File: src/rtl/fsq_geom_pkg.sv
package fsq_geom_pkg;

    // queue depth, must stay a power of two for the pointer wrap
    localparam int FSQ_SIZE = 8;
    localparam int FSQ_WIDTH = 3;

    // most instructions the backend retires in one cycle
    localparam int COMMIT_WIDTH = 4;

    typedef logic [FSQ_WIDTH-1:0] fsq_idx_t;

    // msb is the wrap bit
    typedef logic [FSQ_WIDTH:0] fsq_ptr_t;

    typedef logic [$clog2(COMMIT_WIDTH+1)-1:0] commit_num_t;

    // pending committed instructions not yet matched to a stream
    typedef logic [FSQ_WIDTH+1:0] inst_cnt_t;

endpackage

File: src/rtl/fsq_stream_pkg.sv
package fsq_stream_pkg;

    localparam int VADDR_SIZE = 32;

    // instructions in the largest fetch stream
    localparam int BLOCK_INST_SIZE = 8;
    localparam int PREDICTION_WIDTH = $clog2(BLOCK_INST_SIZE);

    typedef logic [VADDR_SIZE-1:0] vaddr_t;

    // last instruction offset, a stream of size s has s+1 instructions
    typedef logic [PREDICTION_WIDTH-1:0] offset_t;

endpackage

File: src/rtl/fsq_ifs.sv
`timescale 1ns/1ps

// enqueue broadcast, one cycle strobe
interface stream_write_if;
    logic en;
    fsq_geom_pkg::fsq_idx_t idx;
    fsq_stream_pkg::vaddr_t start_addr;
    fsq_stream_pkg::vaddr_t target;
    fsq_stream_pkg::offset_t size;
    logic taken;

    modport src (output en, idx, start_addr, target, size, taken);
    modport dst (input en, idx, start_addr, target, size, taken);
endinterface

// backend branch resolution broadcast
interface resolve_if;
    logic en;
    fsq_geom_pkg::fsq_idx_t idx;
    logic taken;
    fsq_stream_pkg::vaddr_t target;
    fsq_stream_pkg::offset_t offset;

    modport src (output en, idx, taken, target, offset);
    modport dst (input en, idx, taken, target, offset);
endinterface

// stored contents of one entry
interface entry_rd_if;
    fsq_stream_pkg::vaddr_t start_addr;
    fsq_stream_pkg::vaddr_t target;
    fsq_stream_pkg::offset_t size;
    logic taken;
    logic pred_error;
    fsq_stream_pkg::vaddr_t res_target;
    fsq_stream_pkg::offset_t res_offset;

    modport src (
        output start_addr, target, size, taken,
        output pred_error, res_target, res_offset
    );
    modport dst (
        input start_addr, target, size, taken,
        input pred_error, res_target, res_offset
    );
endinterface

File: src/rtl/fsq_entry.sv
`timescale 1ns/1ps

module fsq_entry #(
    parameter int unsigned ENTRY_IDX = 0
) (
    input  logic clk,
    input  logic rst,
    stream_write_if.dst wr,
    resolve_if.dst rs,
    entry_rd_if.src rd
);
    localparam fsq_geom_pkg::fsq_idx_t MY_IDX = fsq_geom_pkg::fsq_idx_t'(ENTRY_IDX);

    fsq_stream_pkg::vaddr_t start_addr;
    fsq_stream_pkg::vaddr_t target;
    fsq_stream_pkg::offset_t size;
    logic taken;
    logic res_taken;
    fsq_stream_pkg::vaddr_t res_target;
    fsq_stream_pkg::offset_t res_offset;
    logic pred_error;

    always_ff @(posedge clk or negedge rst) begin
        if (!rst) begin
            start_addr <= '0;
            target <= '0;
            size <= '0;
            taken <= 1'b0;
            res_taken <= 1'b0;
            res_target <= '0;
            res_offset <= '0;
            pred_error <= 1'b0;
        end else begin
            if (wr.en && wr.idx == MY_IDX) begin
                start_addr <= wr.start_addr;
                target <= wr.target;
                size <= wr.size;
                taken <= wr.taken;
                pred_error <= 1'b0;
            end
            if (rs.en && rs.idx == MY_IDX) begin
                res_taken <= rs.taken;
                res_target <= rs.target;
                res_offset <= rs.offset;
                pred_error <= 1'b1;
            end
        end
    end

    assign rd.start_addr = start_addr;
    assign rd.target = target;
    assign rd.size = size;
    // backend direction overrides the guess once resolved
    assign rd.taken = pred_error ? res_taken : taken;
    assign rd.pred_error = pred_error;
    assign rd.res_target = res_target;
    assign rd.res_offset = res_offset;

endmodule

File: src/rtl/fsq_ptr_ctrl.sv
`timescale 1ns/1ps

module fsq_ptr_ctrl (
    input  logic clk,
    input  logic rst,

    input  logic pred_en,
    input  fsq_stream_pkg::vaddr_t pred_start_addr,
    input  fsq_stream_pkg::vaddr_t pred_target,
    input  fsq_stream_pkg::offset_t pred_size,
    input  logic pred_taken,

    input  logic redirect_en,
    input  fsq_geom_pkg::fsq_ptr_t redirect_ptr,
    input  logic redirect_taken,
    input  fsq_stream_pkg::vaddr_t redirect_target,
    input  fsq_stream_pkg::offset_t redirect_offset,

    input  logic cache_ready,
    input  logic commit_valid,

    output logic stall,
    output fsq_geom_pkg::fsq_ptr_t pred_ptr,
    output logic cache_valid,

    output fsq_geom_pkg::fsq_idx_t search_idx,
    output fsq_geom_pkg::fsq_idx_t commit_idx,

    stream_write_if.src wr,
    resolve_if.src rs
);
    fsq_geom_pkg::fsq_ptr_t tail;
    fsq_geom_pkg::fsq_ptr_t search;
    fsq_geom_pkg::fsq_ptr_t commit;
    fsq_geom_pkg::fsq_ptr_t redirect_ptr_n1;
    logic full;
    logic enq;
    logic cache_fire;

    // same slot, different lap
    assign full = (tail[fsq_geom_pkg::FSQ_WIDTH-1:0] == commit[fsq_geom_pkg::FSQ_WIDTH-1:0])
                  && (tail[fsq_geom_pkg::FSQ_WIDTH] != commit[fsq_geom_pkg::FSQ_WIDTH]);

    assign stall = full;
    assign pred_ptr = tail;

    // a stream arriving with a redirect is on the wrong path
    assign enq = pred_en & ~full & ~redirect_en;

    assign cache_valid = (search != tail) & ~redirect_en;
    assign cache_fire = cache_valid & cache_ready;

    assign redirect_ptr_n1 = redirect_ptr + fsq_geom_pkg::fsq_ptr_t'(1);

    assign search_idx = search[fsq_geom_pkg::FSQ_WIDTH-1:0];
    assign commit_idx = commit[fsq_geom_pkg::FSQ_WIDTH-1:0];

    assign wr.en = enq;
    assign wr.idx = tail[fsq_geom_pkg::FSQ_WIDTH-1:0];
    assign wr.start_addr = pred_start_addr;
    assign wr.target = pred_target;
    assign wr.size = pred_size;
    assign wr.taken = pred_taken;

    assign rs.en = redirect_en;
    assign rs.idx = redirect_ptr[fsq_geom_pkg::FSQ_WIDTH-1:0];
    assign rs.taken = redirect_taken;
    assign rs.target = redirect_target;
    assign rs.offset = redirect_offset;

    always_ff @(posedge clk or negedge rst) begin
        if (!rst) begin
            tail <= '0;
            search <= '0;
            commit <= '0;
        end else begin
            // younger streams are dropped, fetch restarts after the resolved one
            if (redirect_en) begin
                tail <= redirect_ptr_n1;
                search <= redirect_ptr_n1;
            end else begin
                if (enq) begin
                    tail <= tail + fsq_geom_pkg::fsq_ptr_t'(1);
                end
                if (cache_fire) begin
                    search <= search + fsq_geom_pkg::fsq_ptr_t'(1);
                end
            end

            if (commit_valid) begin
                commit <= commit + fsq_geom_pkg::fsq_ptr_t'(1);
            end
        end
    end

endmodule

File: src/rtl/fsq_readout.sv
`timescale 1ns/1ps

module fsq_readout (
    input  logic clk,
    input  logic rst,

    entry_rd_if.dst ents [fsq_geom_pkg::FSQ_SIZE],

    input  fsq_geom_pkg::fsq_idx_t search_idx,
    input  fsq_geom_pkg::fsq_idx_t commit_idx,
    input  fsq_geom_pkg::commit_num_t commit_num,

    output fsq_stream_pkg::vaddr_t cache_start_addr,
    output fsq_stream_pkg::offset_t cache_size,

    output logic commit_valid,

    output logic update,
    output fsq_stream_pkg::vaddr_t update_start_addr,
    output fsq_stream_pkg::vaddr_t update_target,
    output logic update_taken,
    output logic update_pred_error
);
    fsq_stream_pkg::vaddr_t start_arr [fsq_geom_pkg::FSQ_SIZE];
    fsq_stream_pkg::vaddr_t target_arr [fsq_geom_pkg::FSQ_SIZE];
    fsq_stream_pkg::offset_t size_arr [fsq_geom_pkg::FSQ_SIZE];
    logic taken_arr [fsq_geom_pkg::FSQ_SIZE];
    logic perr_arr [fsq_geom_pkg::FSQ_SIZE];
    fsq_stream_pkg::vaddr_t res_target_arr [fsq_geom_pkg::FSQ_SIZE];
    fsq_stream_pkg::offset_t res_offset_arr [fsq_geom_pkg::FSQ_SIZE];

    logic commit_perr;
    fsq_stream_pkg::offset_t commit_size;
    fsq_geom_pkg::inst_cnt_t inst_cnt;
    fsq_geom_pkg::inst_cnt_t retire_num;

    // flatten the interface array so it can be indexed at run time
    for (genvar i = 0; i < fsq_geom_pkg::FSQ_SIZE; i++) begin : g_flat
        assign start_arr[i] = ents[i].start_addr;
        assign target_arr[i] = ents[i].target;
        assign size_arr[i] = ents[i].size;
        assign taken_arr[i] = ents[i].taken;
        assign perr_arr[i] = ents[i].pred_error;
        assign res_target_arr[i] = ents[i].res_target;
        assign res_offset_arr[i] = ents[i].res_offset;
    end

    assign cache_start_addr = start_arr[search_idx];
    assign cache_size = size_arr[search_idx];

    // a mispredicted stream ends at the resolved branch
    assign commit_perr = perr_arr[commit_idx];
    assign commit_size = commit_perr ? res_offset_arr[commit_idx] : size_arr[commit_idx];

    assign retire_num = fsq_geom_pkg::inst_cnt_t'(commit_size) + fsq_geom_pkg::inst_cnt_t'(1);
    assign commit_valid = inst_cnt > fsq_geom_pkg::inst_cnt_t'(commit_size);

    always_ff @(posedge clk or negedge rst) begin
        if (!rst) begin
            inst_cnt <= '0;
        end else if (commit_valid) begin
            inst_cnt <= inst_cnt + fsq_geom_pkg::inst_cnt_t'(commit_num) - retire_num;
        end else begin
            inst_cnt <= inst_cnt + fsq_geom_pkg::inst_cnt_t'(commit_num);
        end
    end

    always_ff @(posedge clk or negedge rst) begin
        if (!rst) begin
            update <= 1'b0;
        end else begin
            update <= commit_valid;
        end
    end

    always_ff @(posedge clk) begin
        if (commit_valid) begin
            update_start_addr <= start_arr[commit_idx];
            update_target <= commit_perr ? res_target_arr[commit_idx] : target_arr[commit_idx];
            update_taken <= taken_arr[commit_idx];
            update_pred_error <= commit_perr;
        end
    end

endmodule

File: src/rtl/fsq_top.sv
`timescale 1ns/1ps

module fsq_top (
    input  logic clk,
    input  logic rst,

    input  logic pred_en,
    input  fsq_stream_pkg::vaddr_t pred_start_addr,
    input  fsq_stream_pkg::vaddr_t pred_target,
    input  fsq_stream_pkg::offset_t pred_size,
    input  logic pred_taken,
    output logic stall,
    output fsq_geom_pkg::fsq_ptr_t pred_ptr,

    output logic cache_valid,
    input  logic cache_ready,
    output fsq_stream_pkg::vaddr_t cache_start_addr,
    output fsq_stream_pkg::offset_t cache_size,

    input  logic redirect_en,
    input  fsq_geom_pkg::fsq_ptr_t redirect_ptr,
    input  logic redirect_taken,
    input  fsq_stream_pkg::vaddr_t redirect_target,
    input  fsq_stream_pkg::offset_t redirect_offset,
    output logic squash,
    output fsq_stream_pkg::vaddr_t squash_target,

    input  fsq_geom_pkg::commit_num_t commit_num,

    output logic update,
    output fsq_stream_pkg::vaddr_t update_start_addr,
    output fsq_stream_pkg::vaddr_t update_target,
    output logic update_taken,
    output logic update_pred_error
);
    stream_write_if wr ();
    resolve_if rs ();
    entry_rd_if ents [fsq_geom_pkg::FSQ_SIZE] ();

    fsq_geom_pkg::fsq_idx_t search_idx;
    fsq_geom_pkg::fsq_idx_t commit_idx;
    logic commit_valid;

    fsq_ptr_ctrl u_ptr_ctrl (
        .clk(clk),
        .rst(rst),
        .pred_en(pred_en),
        .pred_start_addr(pred_start_addr),
        .pred_target(pred_target),
        .pred_size(pred_size),
        .pred_taken(pred_taken),
        .redirect_en(redirect_en),
        .redirect_ptr(redirect_ptr),
        .redirect_taken(redirect_taken),
        .redirect_target(redirect_target),
        .redirect_offset(redirect_offset),
        .cache_ready(cache_ready),
        .commit_valid(commit_valid),
        .stall(stall),
        .pred_ptr(pred_ptr),
        .cache_valid(cache_valid),
        .search_idx(search_idx),
        .commit_idx(commit_idx),
        .wr(wr),
        .rs(rs)
    );

    for (genvar i = 0; i < fsq_geom_pkg::FSQ_SIZE; i++) begin : g_entry
        fsq_entry #(
            .ENTRY_IDX(i)
        ) u_entry (
            .clk(clk),
            .rst(rst),
            .wr(wr),
            .rs(rs),
            .rd(ents[i])
        );
    end

    fsq_readout u_readout (
        .clk(clk),
        .rst(rst),
        .ents(ents),
        .search_idx(search_idx),
        .commit_idx(commit_idx),
        .commit_num(commit_num),
        .cache_start_addr(cache_start_addr),
        .cache_size(cache_size),
        .commit_valid(commit_valid),
        .update(update),
        .update_start_addr(update_start_addr),
        .update_target(update_target),
        .update_taken(update_taken),
        .update_pred_error(update_pred_error)
    );

    // predictor restarts from the resolved target one cycle later
    always_ff @(posedge clk or negedge rst) begin
        if (!rst) begin
            squash <= 1'b0;
        end else begin
            squash <= redirect_en;
        end
    end

    always_ff @(posedge clk) begin
        if (redirect_en) begin
            squash_target <= redirect_target;
        end
    end

endmodule

File: config.mk
export PLATFORM = sky130hd
export DESIGN_NAME = fsq_top
export DESIGN_NICKNAME = d
export VERILOG_FILES = /design/src/rtl/fsq_geom_pkg.sv /design/src/rtl/fsq_stream_pkg.sv /design/src/rtl/fsq_ifs.sv /design/src/rtl/fsq_entry.sv /design/src/rtl/fsq_ptr_ctrl.sv /design/src/rtl/fsq_readout.sv /design/src/rtl/fsq_top.sv
export SDC_FILE = /design/constraint.sdc
export NUM_CORES = 2
export LEC_CHECK = 0
export ABC_AREA = 1
export BUFFER_PORTS_ARGS = -buffer_cell sky130_fd_sc_hd__buf_4
export CAP_MARGIN = 0
export CORE_ASPECT_RATIO = 1.2
export CORE_MARGIN = 2
export CORE_UTILIZATION = 55
export DETAILED_ROUTE_END_ITERATION = 7
export PLACE_DENSITY = 0.77
export RECOVER_POWER = 100
export SKIP_CTS_REPAIR_TIMING = 1
export SYNTH_ARGS = -nofsm -noshare
export SYNTH_HDL_FRONTEND = slang
export SYNTH_HIERARCHICAL = 1
export SYNTH_SLANG_ARGS = --single-unit
File: constraint.sdc
create_clock -name clk -period 5.35 [get_ports clk]
set_input_delay 0.2675 -clock clk [delete_from_list [all_inputs] [get_ports clk]]
set_output_delay 0.2675 -clock clk [all_outputs]
set_load 0.01 [all_outputs]
==> out/qor.yml <==
status: "finished with violations"
violations: "hold timing, capacitance limit, slew limit"
portBuffers: 256
finalNetCount: 6898
pwr-share-comb_pct: 41.7
worst_slew_pin_slew_ps: 2985
clk_latency_ps: 700
die_w_um: 278.9
relSlewSlack_pct: -98.98
finalSetupViolCount: 0
track_usage_pct: 35.60
place_congestion: 0.8880
syn_nets: 6936
start_util_pct: 55.27
synth_area_leader_cell: "dfrtp_1"
synthXorXnorAreaFrac_pct: 0.08780
ant_nets: 0
arrival_ps: 5240
via_count: 47960
ir_drop_uv: 753.0
antenna_found_initial: 7
drv_cap: 25
finalClockSkew_ps: 38.50
first_pass_iters: 8
synth_area_leaders: "dfrtp_1 43%, nand2_1 23%, nand3_1 8.0%"
drc: 0
final_cell_mix: "3019 x nand2_1, 853 x dfrtp_1, 801 x nand3_1"
pwr-share-clk_pct: 21.5
p_int_mw: 18.25
ys_ff_latch: 957
crit_path_start_kind: "register"
fin_total_pwr_mw: 32.98
synthSimpleGateAreaFrac_pct: 33.31
vias_per_cell: 5.980
htreeDepth: 3
first_global_vias: 45830
finalHoldWorstSlack_ps: -17.15
end_kind: "register"
crit_type: "reg -> reg"
power_density_nw_per_um2: 605.2
hpwl_um: 88740
area_delta_synth_final_pct: 9.254
min_path_type: "in -> reg"
rsz0062_at_grt: "no"
slew_viol_final: 1225
drive_gt1_share_pct: 5.155
p_seq_share_pct: 36.8
wl_per_cell_um: 21.09
finalCritPeriodShare_pct: 86.66
path_max_fanout: 46
power_leakage_nw: 28.31
path_clk_slew_ps: 60
dr.first_iter.drc_count: 6738
grt_max_degree: 221
synth_top_area_share_pct: 43.10
switching_power_mw: 14.72
layout_commonest_cell: "nand2_1"
grt_pass1_wl_um: 259900
synth.cell_area_um2: 49880
synth_mux_area_share_pct: 0
clock_path_buffers: 3
power_switching_share_pct: 44.64
hold_violations: 1
yosysUniqueCellTypes: 35
numCtsBuffers: 99
cts_tree: "done"
drt_wl_total_um: 169200
crit_required_ps: 5960
core_um2: 90230
post-route-util_pct: 60.39
yosysWarnings: 6
fmax_mhz: 215.7
seq_area_frac_synth_pct: 49.00
tns_ps: 0
fillCellCount: 8334
synth_compound_area_share_pct: 8.800
rows: 121
synthAdderAreaFrac_pct: 0.4064
dieArea_um2: 93120
syn-instance-count: 6805
clock-sinks: 957
cts_root_buf: "clkbuf_16"
syn_avg_cell_area_um2: 7.329
synth_top_family_by_area: "simple AND/OR/NAND/NOR gates"
die_height_um: 333.9
io_pins: 257
grt-ovfl-total: 0
min_period_ps: 4636
[cell families after synthesis]
kind of cell | count (synthesis)
adders and majority gates | 15
buffers and inverters | 863
DFF | 957
xor gates and xnor gates | 5
AOI/OAI and AO/OA | 873
and+or+nand+nor | 4092
[worst paths after layout]
| path | start | endpoint | slack (ps) | depth (start not counted) |
|---|---|---|---|---|
| worst max-delay path | u_ptr_ctrl/commit[2] | u_readout/inst_cnt[4] | 710 | 13 |
| worst min-delay path | commit_num[0] | u_readout/inst_cnt[0] | -20 | 4 |
| worst max register to register | u_ptr_ctrl/commit[2] | u_readout/inst_cnt[4] | 710 | 13 |
| worst min register to register | g_entry[2].u_entry/rd.target[22] | g_entry[2].u_entry/rd.target[22] | 470 | 2 |
| max in group asynchronous | rst | g_entry[3].u_entry/res_taken | 1840 | 3 |
| min in group asynchronous | rst | g_entry[5].u_entry/rd.start_addr[18] | 1080 | 2 |
[Yosys cell counts (all sizes together)]
cell type and number:
o21ai 728, nand3b 2, edfxtp 98, nand2 3030, nand4 2, dfrtp 859, clkinv 1, xnor2 1
nand3 801, inv 284, fa 2, a21oi 140, xor2 4, buf 404, or2 10, a31oi 1
nor2 247, ha 13, clkbuf 174, o22ai 2, o211ai 2
[power by group through the flow]
stage / Sequential (mW) / Combinational [mW] / Clock (mW)
finish: 12.1 / 13.7 / 7.09
global route: 12.5 / 15.0 / 7.44
CTS: 12.1 / 13.6 / 7.14
detailed placement: 12.2 / 13.5 / 0
global placement: 12.1 / 13.2 / 0
floorplan: 11.7 / 9.38 / 0
[through the flow]
| stage | cells | setup slack [ps] | area [um2] |
|---|---|---|---|
| 2_1_floorplan | 6805 | 1524 | 49880 |
| 3_3_place_gp | 7727 | 1422 | 50900 |
| 3_5_place_dp | 7727 | 1375 | 50900 |
| 4_1_cts | 7909 | 1385 | 54210 |
| 5_1_grt | 8018 | 576.2 | 54480 |
| 6_report | 8021 | 713.9 | 54490 |
[sequential cells by signal, indices dropped and copies added (netlist names)]
name / flops
u_ptr_ctrl/search: 4
g_entry.u_entry/rd.target: 256
g_entry.u_entry/rd.res_target: 256
squash: 1
g_entry.u_entry/rd.pred_error: 8
g_entry.u_entry/taken: 8
g_entry.u_entry/rd.res_offset: 24
g_entry.u_entry/res_taken: 8
u_readout/update: 1
u_readout/inst_cnt: 5
u_readout/update_taken: 1
u_ptr_ctrl/pred_ptr: 4
g_entry.u_entry/rd.size: 24
u_ptr_ctrl/commit: 4
u_readout/update_target: 32
u_readout/update_pred_error: 1
g_entry.u_entry/rd.start_addr: 256
u_readout/update_start_addr: 32
squash_target: 32
[cell type report]
class	instances	area, um2	share of cell area (%)
flip-flops and latches	957	24460	44.89
diodes	5	12.51	0.02296
multi-input cells	4985	21190	38.88
repair buffers	439	2975	5.460
well taps	1168	1461	2.682
clock buffers	143	2834	5.201
inverters	285	1085	1.991
clock inverters	39	478.0	0.8771
[critical path, cell delays in order, from the launching register on]
cell      delay, ps
dfrtp_4         790
inv_4           720
clkbuf_1       2000
nand2_1         130
nand2_1         130
nand2_1          60
nand2_1          90
fa_1            220
inv_1            50
nand2_1          80
nand2_1          50
nor2_1          100
nand3_1          70
nand2_1          60
[per-layer routing]
| metal | track usage [%] | up-vias | wire length, um |
|---|---|---|---|
| li1 | - | 21470 | - |
| met1 | 44.87 | 22430 | 62150 |
| met2 | 57.20 | 3340 | 77820 |
| met3 | 6.909 | 710 | 19400 |
| met4 | 21.06 | 6 | 9777 |
| met5 | 0 | - | 38 |
Note: power is estimated with default switching activity, not from simulation.
